===== config.mk =====
export PLATFORM = sky130hd
export DESIGN_NAME = sram_axi_ctrl
export DESIGN_NICKNAME = d
export VERILOG_FILES = /design/src/sram_axi_pkg.sv /design/src/sram_axi_ctrl.sv
export SDC_FILE = /design/constraint.sdc
export NUM_CORES = 1
export LEC_CHECK = 0
export BUFFER_PORTS_ARGS = -buffer_cell sky130_fd_sc_hd__buf_2
export CELL_PAD_IN_SITES_DETAIL_PLACEMENT = 0
export CELL_PAD_IN_SITES_GLOBAL_PLACEMENT = 1
export CORE_ASPECT_RATIO = 0.9
export CORE_UTILIZATION = 26
export CTS_CLUSTER_SIZE = 12
export DETAILED_ROUTE_END_ITERATION = 10
export GPL_TIMING_DRIVEN = 1
export PLACE_DENSITY = 0.92
export SYNTH_ARGS = -nofsm -noshare
export SYNTH_HDL_FRONTEND = slang
export SYNTH_SLANG_ARGS = --single-unit

===== constraint.sdc =====
create_clock -name clk -period 2.6 [get_ports clk]
set_input_delay 0.13 -clock clk [delete_from_list [all_inputs] [get_ports clk]]
set_output_delay 0.13 -clock clk [all_outputs]
set_load 0.01 [all_outputs]

===== src/sram_axi_pkg.sv =====
`default_nettype none

package sram_axi_pkg;

    // Bus widths
    localparam int data_w = 32;
    localparam int strb_w = data_w / 8;
    localparam int id_w   = 4;
    localparam int addr_w = 32;
    localparam int len_w  = 8;

    // Address field of the macro request, wide enough for the largest depth
    localparam int sram_addr_w = 16;

    typedef enum logic [1:0] {
        OKAY   = 2'b00,
        SLVERR = 2'b10,
        DECERR = 2'b11
    } axi_resp_e;

    // Shared by AW and AR
    typedef struct packed {
        logic [id_w-1:0]   id;
        logic [addr_w-1:0] addr;
        logic [len_w-1:0]  len;
        logic [1:0]        burst;
    } axi_ax_t;

    typedef struct packed {
        logic [data_w-1:0] data;
        logic [strb_w-1:0] strb;
        logic              last;
    } axi_w_t;

    typedef struct packed {
        logic [id_w-1:0] id;
        axi_resp_e       resp;
    } axi_b_t;

    typedef struct packed {
        logic [id_w-1:0]   id;
        logic [data_w-1:0] data;
        axi_resp_e         resp;
        logic              last;
    } axi_r_t;

    // One access to the macro per cycle
    typedef struct packed {
        logic                   cs;
        logic                   oe;
        logic [sram_addr_w-1:0] addr;
        logic [strb_w-1:0]      web;
        logic [data_w-1:0]      wdata;
    } sram_req_t;

    typedef enum logic [1:0] {
        IDLE  = 2'd0,
        READ  = 2'd1,
        WRITE = 2'd2,
        WRESP = 2'd3
    } sram_state_e;

endpackage

`default_nettype wire


===== src/sram_axi_ctrl.sv =====
`timescale 1ns/1ps
`default_nettype none

module sram_axi_ctrl #(
    parameter int mem_addr_bits = 14
) (
    input  logic                            clk,
    input  logic                            rstn,

    input  sram_axi_pkg::axi_ax_t           aw,
    input  logic                            aw_valid,
    output logic                            aw_ready,

    input  sram_axi_pkg::axi_w_t            w,
    input  logic                            w_valid,
    output logic                            w_ready,

    output sram_axi_pkg::axi_b_t            b,
    output logic                            b_valid,
    input  logic                            b_ready,

    input  sram_axi_pkg::axi_ax_t           ar,
    input  logic                            ar_valid,
    output logic                            ar_ready,

    output sram_axi_pkg::axi_r_t            r,
    output logic                            r_valid,
    input  logic                            r_ready,

    output sram_axi_pkg::sram_req_t         req,
    input  logic [sram_axi_pkg::data_w-1:0] rdata
);
    import sram_axi_pkg::*;

    sram_state_e state_q;
    sram_state_e state_d;

    logic [len_w-1:0] beat_cnt_q;
    logic [len_w-1:0] beat_cnt_d;

    // Read data sits in the macro output register
    logic r_valid_q;
    logic r_valid_d;

    // Stored on address acceptance
    logic [id_w-1:0]          id_q;
    logic [mem_addr_bits-1:0] base_q;
    logic [len_w-1:0]         len_q;

    logic aw_hs;
    logic w_hs;
    logic b_hs;
    logic ar_hs;
    logic r_hs;

    logic [mem_addr_bits-1:0] beat_addr;
    logic                     last_beat;
    logic                     rd_issue;

    // Handshakes
    assign aw_hs = aw_valid & aw_ready;
    assign w_hs  = w_valid & w_ready;
    assign b_hs  = b_valid & b_ready;
    assign ar_hs = ar_valid & ar_ready;
    assign r_hs  = r_valid & r_ready;

    // Write wins when both address channels are valid
    assign aw_ready = (state_q == IDLE);
    assign ar_ready = (state_q == IDLE) & ~aw_valid;
    assign w_ready  = (state_q == WRITE);
    assign b_valid  = (state_q == WRESP);
    assign r_valid  = r_valid_q;

    // Incrementing burst, wraps at the memory depth
    assign beat_addr = base_q + mem_addr_bits'(beat_cnt_q);
    assign last_beat = (beat_cnt_q == len_q);

    // Read of the current beat goes out while no data is waiting
    assign rd_issue = (state_q == READ) & ~r_valid_q;

    always_comb begin
        state_d    = state_q;
        beat_cnt_d = beat_cnt_q;
        r_valid_d  = r_valid_q;

        case (state_q)
            IDLE: begin
                if (aw_hs) begin
                    state_d    = WRITE;
                    beat_cnt_d = '0;
                end else if (ar_hs) begin
                    state_d    = READ;
                    beat_cnt_d = '0;
                end
            end

            WRITE: begin
                if (w_hs) begin
                    beat_cnt_d = beat_cnt_q + 1'b1;
                    if (w.last) begin
                        state_d = WRESP;
                    end
                end
            end

            WRESP: begin
                if (b_hs) begin
                    state_d = IDLE;
                end
            end

            READ: begin
                if (rd_issue) begin
                    r_valid_d = 1'b1;
                end else if (r_hs) begin
                    r_valid_d = 1'b0;
                    if (last_beat) begin
                        state_d = IDLE;
                    end else begin
                        beat_cnt_d = beat_cnt_q + 1'b1;
                    end
                end
            end

            default: begin
                state_d = IDLE;
            end
        endcase
    end

    // Macro request, idle unless a write beat or a read issue is in this cycle
    always_comb begin
        req       = '0;
        req.web   = '1;
        req.addr  = sram_addr_w'(beat_addr);
        req.wdata = w.data;

        if (w_hs) begin
            req.cs  = 1'b1;
            req.web = ~w.strb;
        end else if (rd_issue) begin
            req.cs = 1'b1;
            req.oe = 1'b1;
        end
    end

    always_ff @(posedge clk or negedge rstn) begin
        if (!rstn) begin
            state_q    <= IDLE;
            beat_cnt_q <= '0;
            r_valid_q  <= 1'b0;
        end else begin
            state_q    <= state_d;
            beat_cnt_q <= beat_cnt_d;
            r_valid_q  <= r_valid_d;
        end
    end

    always_ff @(posedge clk) begin
        if (aw_hs) begin
            id_q   <= aw.id;
            base_q <= aw.addr[mem_addr_bits+1:2];
            len_q  <= aw.len;
        end else if (ar_hs) begin
            id_q   <= ar.id;
            base_q <= ar.addr[mem_addr_bits+1:2];
            len_q  <= ar.len;
        end
    end

    // Responses echo the stored ID, always OKAY
    assign b = '{id: id_q, resp: OKAY};

    assign r = '{
        id:   id_q,
        data: rdata,
        resp: OKAY,
        last: last_beat
    };

endmodule

`default_nettype wire


Word level (Yosys, flattened, before mapping)
Cells that the tools add are included.
{"block": "word_totals", "register_bits": 37, "in_bits": 168}
{"block": "op_classes", "n_addsub": 2, "eq_ne": 12, "mux": 28, "bitwise": 10, "reduce_logical": 7}
{"cell": "$mux W8", "n": 8}
{"cell": "$mux W14", "n": 2}
{"cell": "$pmux W8 S3", "n": 1}
{"cell": "$mux W2", "n": 9}
{"cell": "$add A14 B8 Y14", "n": 1}
{"cell": "$mux W4", "n": 3}
{"cell": "$ne A2 B2 Y1 const B", "n": 5}
{"cell": "$add A8 B1 Y8 const B", "n": 1}
{"cell": "$eq A8 B8 Y1", "n": 1}
{"cell": "$pmux W2 S4", "n": 1}
{"cell": "$and A1 B1 Y1", "n": 7}
{"cell": "$reduce_and A7 Y1", "n": 1}
{"cell": "$reduce_and A6 Y1", "n": 1}
{"cell": "$eq A2 B2 Y1 const B", "n": 2}
{"cell": "$mux W1", "n": 4}
{"cell": "$ne A2 B1 Y1 const B", "n": 2}
{"cell": "$not A4 Y4", "n": 1}
{"cell": "$reduce_bool A2 Y1", "n": 2}
{"cell": "$ne A3 B1 Y1 const B", "n": 1}
{"cell": "$reduce_bool A3 Y1", "n": 1}
{"cell": "$eq A2 B1 Y1 const B", "n": 1}
{"cell": "$logic_not A2 Y1", "n": 1}
{"cell": "$not A1 Y1", "n": 2}
{"cell": "$reduce_and A2 Y1", "n": 1}

Depth between registers and ports, before layout
Gate-level depths: netlist of run 1.
{"block": "logic_depth", "word_depth": 6, "mapped_depth": 8, "mapped_depth_nobuf": 8}

Least setup slack after synthesis of run 1
No wires, ideal clock.
{"block": "synth_timing", "path_type": "register to register", "start": "reg state_q[0]", "end": "reg base_q[0] (enable)", "setup_time_ps": 412, "t_arrival_ps": 2026, "t_required_ps": 2188, "setup_slack_ps": 162, "path_stages_with_launch": 4, "period_less_slack_ps": 2438, "path_cell_list": "dfrtp_1 > inv_1 > ha_1 > nor2b_1"}
{"block": "synth_between", "elab_chain_len": 4, "elab_cells_between_ends": 5}
{"element": "from (decl)", "line": "sram_axi_ctrl.sv:35", "source": "sram_state_e state_q;"}
{"element": "from (signal assigned)", "line": "sram_axi_ctrl.sv:153", "source": "state_q <= state_d;"}
{"element": "$logic_not A2 Y1 *", "line": "sram_axi_ctrl.sv:68", "source": "assign aw_ready = (state_q == IDLE);"}
{"element": "net aw_ready", "line": "sram_axi_ctrl.sv:12", "source": "output logic aw_ready,"}
{"element": "$and A1 B1 Y1", "line": "sram_axi_ctrl.sv:69", "source": "assign ar_ready = (state_q == IDLE) & ~aw_valid;"}
{"element": "$and A1 B1 Y1", "line": "sram_axi_ctrl.sv:64", "source": "assign ar_hs = ar_valid & ar_ready;"}
{"element": "$reduce_bool A2 Y1 (no line) *"}
{"element": "to (signal assigned)", "line": "sram_axi_ctrl.sv:162", "source": "base_q <= aw.addr[mem_addr_bits+1:2];"}
{"element": "to (signal assigned)", "line": "sram_axi_ctrl.sv:166", "source": "base_q <= ar.addr[mem_addr_bits+1:2];"}
{"element": "to (decl)", "line": "sram_axi_ctrl.sv:47", "source": "logic [mem_addr_bits-1:0] base_q;"}
The timed path passes the listed nets; every way through them passes the cells marked *.
A chain may end at the register's enable or synchronous reset.

==> out/metrics.csv, run 1 <==
metric,value,unit
status,completed,
final-layout fill cell count,1128,
vias in the first global route,1887,
Site Rows,36,
CTS clock-pin slew for the worst setup and hold paths,60,ps
Worst Hold Class,primary input to flop,
placed cell areas,3110,um2
warnings from Yosys,0,
final wirelength,6800,um
worst setup path class,flop to primary output,
worst r2r src,state_q[0],
die width,115,um
CTS tree,done,
Hold EP,base_q[6],
CP Capture Type,primary output,
Seq cells post-synth,37,
I/O pins,272,
Longest Clk Path Bufs,2,
WL/cell,14.1,um
worst-case reg-to-reg path depth,7,
HPWL Detailed,5510,um
"commonest non-fill, non-tap cell in the layout",buf_2,
post-route setup TNS,0,ps
Post-Synthesis Cells,291,
CP Launch Point,beat_cnt_q[4],
final slew viol count,0,
sequential area share after synthesis,35.6,%
largest net degree at the start of global routing,27,
Die ar.,11800,um2
initial DRC count,73,
most frequent cells in the layout,"buf_2, mux2_2, edfxtp_1",
final instance area,3350,um2
vias post-DR,2051,
Pre-antenna DRT Iters,4,
max-cap violation count,0,
WHS Path Cells,2,
chip height,103,um
GRT Total Usage,10.6,%
asr flop ratio synth,29.7,%
Setup Viol. Count Final,0,
final hold vios,0,
layout cells sized above 1,46.2,%
Port Buffer Count,97,
first-pass GRT wire length,9580,um
Reg-to-Reg End,beat_cnt_q[2],
Post-Syn Area per Cell,10.2,um2
area grow syn2layout,13.0,%
core area,10900,um2
fmax,413,MHz
RePlAce Congestion,0.795,
synthesized area,2970,um2
critical-path maximum fanout,7,
worst hold slack,150,ps
RSZ-0062 raised after global routing,no,
worst vdd ir,0.352,mV
htree depth,2,
initial antenna violation count,0,
min-delay src,ar[18],
crit share post-route,93.2,%
P_leak,0.00153,uW
residual DRC count,0,
clock skew,6.48,ps
"Clk Latency, worst-skew pair",280,ps
ANT nets after route,0,
Crit path required time,2470,ps
via density per instance,4.26,
Final nets,511,
fin util,30.6,%
crit path DAT,2290,ps
global route overflow,0,
crit path launch type,flop,
ys flop type,edfxtp_1,
root buffer cell,clkbuf_16,
reg2reg setup slack,460,ps
CTS Buf Count,5,
min Tclk post-route,2420,ps
pwr dens,1030,nW/um2
Initial Util,27.1,%
Post-synth EDFFs,26,
"Distinct cells, synth",40,
diode count,0,
clock tree sinks,37,
-- repair_timing --
item / in CTS / in global routing
hold endpoints to repair: 11 / 0
hold buffers: 1 / 0
pin swaps: 0 / 2
setup endpoints to repair: 4 / 6
setup buffers: 0 / 3
cloned: 0 / 0
gates resized for setup: 1 / 4
-- report_power, final --
group	leakage [uW]	switching (uW)	internal, uW
logic	0.00105	894	716
clock network	0.0000944	239	553
registers	0.000391	138	902
-- sequential cells by signal, indices dropped and copies added, names as in the netlist --
register    flops
beat_cnt_q      8
r_valid         1
len_q           8
id_q            4
base_q         14
state_q         2
-- layer usage --
layer  share of wire [%]  global-route usage [%]
met5                   0                       0
met4                 2.4                    4.40
met3                 7.0                    2.97
met2                  53                    19.8
met1                  38                    11.5
-- worst max path at each step --
stage	endpoint	cells after the start
finish	req[49]	7
global route	req[46]	9
CTS	req[49]	7
detailed placement	req[46]	9
global placement	req[42]	9
floorplan	base_q[0]	3
-- cell type report --
class / count / area (um2) / share of cell area, %
Inverter: 12 / 45.0 / 1.34
Clock buffer: 5 / 125 / 3.73
Tap cell: 152 / 190 / 5.67
Sequential cell: 37 / 1060 / 31.5
Clock inverter: 3 / 68.8 / 2.05
Multi-Input combinational cell: 168 / 1330 / 39.5
Timing Repair Buffer: 104 / 541 / 16.1
-- metrics by stage --
stage / cells / worst slack, ps / total power [uW]
after global placement: 469 / 288 / 2580
final: 481 / 178 / 3440
after global routing: 481 / 5.59 / 3690
after CTS: 478 / 5.89 / 3430
after detailed placement: 469 / 235 / 2620
after floorplan: 296 / 162 / 2210
-- cells in the mapped netlist (3+ instances only) --
cell      instances  area [um2]
buf_4            75         563
mux2_2           27         304
edfxtp_1         26         781
nand2_1          16        60.1
ha_1             14         175
xor2_1           13         114
inv_1            12        45.0
dfrtp_1          11         275
nor2_1            9        33.8
nand3_1           8        40.0
nor2b_1           6        37.5
xnor2_1           6        52.6
a21oi_1           5        25.0
a221o_1           5        50.1
and3_1            5        31.3
nand2b_1          5        31.3
o21ai_0           5        25.0
and2_1            4        25.0
clkbuf_1          4        15.0
o211ai_1          4        30.0
a31oi_1           3        18.8
nor4_1            3        18.8
or2_2             3        18.8
-- cells by family after synthesis --
logic type	synth area share (%)
flops	35.6
buf+inv	21.0
other cells	0.126
simple gates	12.1
xor+xnor	5.61
mux	11.8
fa+ha+maj	6.58
compound gates	7.13
-- worst max-delay path: stages, from the launching register on --
cell and delay (ps):
dfrtp_1 480, ha_1 420, nand3_1 90, o211ai_1 280
a31oi_2 160, and3b_1 280, xor2_1 150, buf_2 150
Power figures use the tool's default switching activity.
==> run 2: changes to the inputs <==
Settings changed: CORE_MARGIN from default to 8.
==> out/metrics.csv, run 2 (same netlist as run 1, synthesis figures left out) <==
metric,value,unit
CP Launch Point,beat_cnt_q[1],
worst setup path class,flop to primary output,
Site Rows,37,
Worst Hold Class,primary input to flop,
worst vdd ir,0.698,mV
P_leak,0.00153,uW
GRT Total Usage,9.37,%
final slew viol count,0,
Final nets,510,
status,completed,
Critical Path Max Stage Delay,450,ps
crit share post-route,94.8,%
global route overflow,0,
htree depth,2,
layout cells sized above 1,45.1,%
CTS clock-pin slew for the worst setup and hold paths,50,ps
clock tree sinks,37,
Initial Util,26.3,%
vias post-DR,2035,
CTS tree,done,
pre-CTS setup slack,194,ps
root buffer cell,clkbuf_16,
WL/cell,15.2,um
sequential cell area,1060,um2
first-pass GRT wire length,11300,um
diode count,0,
CTS Buf Count,5,
min-delay src,aw[45],
final hold vios,0,
initial antenna violation count,0,
fmax,406,MHz
"Most flops, register",base_q,
worst r2r src,state_q[0],
residual DRC count,0,
crit path launch type,flop,
Crit path required time,2470,ps
Pre-antenna DRT Iters,4,
initial DRC count,90,
pwr dens,1020,nW/um2
kind of cell adding the most delay to the critical path,compound AO/OA/AOI/OAI gates,
core area,11300,um2
die width,129,um
max FFs per register,14,
min Tclk post-route,2470,ps
ANT nets after route,0,
final wirelength,7360,um
largest registers,"base_q: 14 flops, beat_cnt_q: 8 flops, len_q: 8 flops",
vias in the first global route,2227,
"commonest non-fill, non-tap cell in the layout",buf_2,
"Clk Latency, worst-skew pair",280,ps
final instance area,3350,um2
worst-path cell chain,ha_1 -> a21oi_1 -> o211ai_1 -> a31oi_1 -> and3b_1 -> xor2_1 -> buf_2,
clock skew,5.61,ps
multi-input combinational cell area,1310,um2
placed cell areas,3130,um2
WP buf/inv,1,
HPWL Detailed,6180,um
crit path DAT,2340,ps
Die ar.,15100,um2
Final Worst Setup Slack,135,ps
chip height,117,um
Longest Clk Path Bufs,2,
I/O pins,272,
via density per instance,4.20,
Critical-path top delay cell,dfrtp_1,
Port Buffer Count,97,
area grow syn2layout,12.8,%
RSZ-0062 raised after global routing,no,
max-cap violation count,0,
CP Capture Type,primary output,
critical-path maximum fanout,5,
RePlAce Congestion,0.784,
largest net degree at the start of global routing,27,
post-route setup TNS,0,ps
final-layout fill cell count,1195,
most frequent cells in the layout,"buf_2, mux2_2, edfxtp_1",
Setup Viol. Count Final,0,
## run 2: worst reg2reg max path, stage by stage, from the launching register on
cell and delay (ps):
dfrtp_1 380, inv_1 100, ha_1 270, nor2b_1 150, a221o_1 380, nor2_2 200
nand2_2 150, a221o_1 380
## run 2: worst paths after layout
| path | slack [ps] | to | cells past startpoint |
|---|---|---|---|
| worst max-delay path | 130 | req[49] | 7 |
| worst min-delay path | 150 | id_q[3] | 2 |
| worst max register to register | 460 | beat_cnt_q[2] | 7 |
| worst min register to register | 560 | r_valid | 1 |
| max in group asynchronous | 2110 | beat_cnt_q[0] | 2 |
| min in group asynchronous | 260 | beat_cnt_q[6] | 2 |
## run 2: metrics by stage
| step | power (uW) | hold WS, ps | instances | util, % |
|---|---|---|---|---|
| after floorplan | 2210 | -166 | 296 | - |
| after global placement | 2620 | 10.3 | 473 | 27.7 |
| after detailed placement | 2670 | 16.3 | 473 | 27.7 |
| after CTS | 3460 | 147 | 482 | 29.5 |
| after global routing | 3660 | 155 | 484 | 29.6 |
| final | 3420 | 152 | 484 | 29.6 |
## run 2: layout make-up
type | count | share of cell area (%)
tap | 156 | 5.83
sequential | 37 | 31.6
clock inverter | 3 | 1.94
clock buffer | 5 | 3.74
timing repair buffer | 103 | 16.3
multi-input combinational | 168 | 39.2
inverter | 12 | 1.35
## run 2: power breakdown
| group | switching [uW] | internal (uW) | total, uW |
|---|---|---|---|
| registers | 134 | 902 | 1040 |
| clock network | 222 | 547 | 769 |
| logic | 905 | 713 | 1620 |
| total | 1260 | 2160 | 3420 |
## run 2: per-layer routing
layer	wire length (um)	up-vias	global-route usage, %
li1	-	1000	-
met1	2680	896	9.14
met2	3830	99	17.3
met3	550	40	2.22
met4	306	0	5.80
met5	0	-	0
## run 2: timing repair
item | in CTS | in global routing
pin swaps | 0 | 1
gates resized for setup | 2 | 1
buffers inserted | 0 | 2
hold buffers | 1 | 0
cloned | 0 | 0
endpoints found under the hold margin | 11 | 0
endpoints found under the setup margin | 3 | 2
==> run 3: changes to the inputs <==
Settings changed: CAP_MARGIN from default to 20, SETUP_SLACK_MARGIN from default to 0.2.
==> out/metrics.csv, run 3 (same netlist as run 1, synthesis figures left out) <==
metric,value,unit
Final Worst Setup Slack,310,ps
diode count,0,
die width,129,um
Critical Path Max Stage Delay,370,ps
layout cells sized above 1,48.9,%
core area,11300,um2
GRT Total Usage,9.51,%
CTS clock-pin slew for the worst setup and hold paths,50,ps
final slew viol count,0,
largest registers,"base_q: 14 flops, beat_cnt_q: 8 flops, len_q: 8 flops",
Tot Pwr,3340,uW
Site Rows,37,
via density per instance,4.36,
status,completed,
crit path DAT,2160,ps
RSZ-0062 raised after global routing,yes,
max FFs per register,14,
P_leak,0.00150,uW
RePlAce Congestion,0.777,
Worst Hold Class,primary input to flop,
Port Buffer Count,97,
"Most flops, register",base_q,
crit path launch type,flop,
I/O pins,272,
Critical-path top delay cell,dfrtp_2,
initial antenna violation count,0,
pwr dens,988,nW/um2
CTS tree,done,
clock tree sinks,37,
final hold vios,0,
most frequent cells in the layout,"buf_2, mux2_2, edfxtp_1",
Longest Clk Path Bufs,2,
post-route setup TNS,0,ps
htree depth,2,
vias post-DR,2121,
"Clk Latency, worst-skew pair",270,ps
first-pass GRT wire length,11600,um
critical-path maximum fanout,5,
Initial Util,26.3,%
crit share post-route,88.1,%
clock skew,2.11,ps
HPWL Detailed,6270,um
DP Cell Count,473,
worst setup path class,flop to primary output,
fin util,29.9,%
worst-path cell chain,ha_1 -> inv_1 -> fa_2 -> nor2b_2 -> o21ai_2 -> a21oi_2 -> o211ai_1 -> xnor2_1 -> buf_2,
Crit path required time,2470,ps
initial DRC count,111,
Die ar.,15100,um2
"commonest non-fill, non-tap cell in the layout",buf_2,
max-cap violation count,0,
CP Capture Type,primary output,
min Tclk post-route,2290,ps
global route overflow,0,
chip height,117,um
CTS Buf Count,5,
"non-filler cells, final",487,
largest net degree at the start of global routing,27,
area grow syn2layout,13.9,%
root buffer cell,clkbuf_16,
fmax,437,MHz
ANT nets after route,0,
Final nets,513,
WL/cell,15.7,um
worst vdd ir,0.456,mV
pre-CTS setup slack,173,ps
vias in the first global route,2296,
final wirelength,7630,um
residual DRC count,0,
Setup Viol. Count Final,0,
Pre-antenna DRT Iters,4,
## run 3: routing by layer
metal,track usage [%],share of wire [%],up-vias
li1,-,-,1008
met1,9.72,37,961
met2,17.8,52,115
met3,2.22,7.9,37
met4,4.26,2.9,0
met5,0,0,-
## run 3: metrics by stage
| step | cell area [um2] | hold WS (ps) |
|---|---|---|
| global placement | 3130 | 13.9 |
| detailed placement | 3130 | 15.8 |
| CTS | 3320 | 153 |
| floorplan | 2990 | -166 |
| finish | 3380 | 155 |
| global route | 3380 | 158 |
## run 3: worst paths after layout
kind | from | to | slack, ps | depth (start not counted)
max in group asynchronous | rstn | beat_cnt_q[3] | 2110 | 2
setup / recovery | beat_cnt_q[0] | req[48] | 310 | 9
hold reg to reg | r_valid | r_valid | 560 | 1
setup reg to reg | state_q[0] | beat_cnt_q[2] | 460 | 7
hold / removal | aw[5] | len_q[3] | 150 | 2
min in group asynchronous | rstn | state_q[1] | 270 | 2
## run 3: timing repair
action,CTS,global route
gates resized for setup,6,12
endpoints found under the hold margin,11,0
setup endpoints to repair,5,6
pin swaps,3,6
gates cloned,0,0
hold buffers,1,0
buffers inserted,3,2
## run 3: final cells by class
cell class / instances / area (um2)
Clock inverter: 1 / 3.75
Timing Repair Buffer: 106 / 568
Tap cell: 156 / 195
Clock buffer: 7 / 133
Inverter: 12 / 45.0
Sequential cell: 37 / 1060
Multi-Input combinational cell: 168 / 1370
Fill cell: 1199 / 7920
## run 3: report_power, final
part,leakage [uW],internal [uW],switching [uW]
Combinational,0.00105,777,953
Sequential,0.000385,907,138
Clock,0.0000655,352,212
## run 3: critical path, delay by kind of cell, from the launching register on
family          cells  cell delay, ps
simple gates        1             140
compound gates      3             430
fa+ha+maj           2             530
xor+xnor            1             200
flops               1             370
buf+inv             2             220
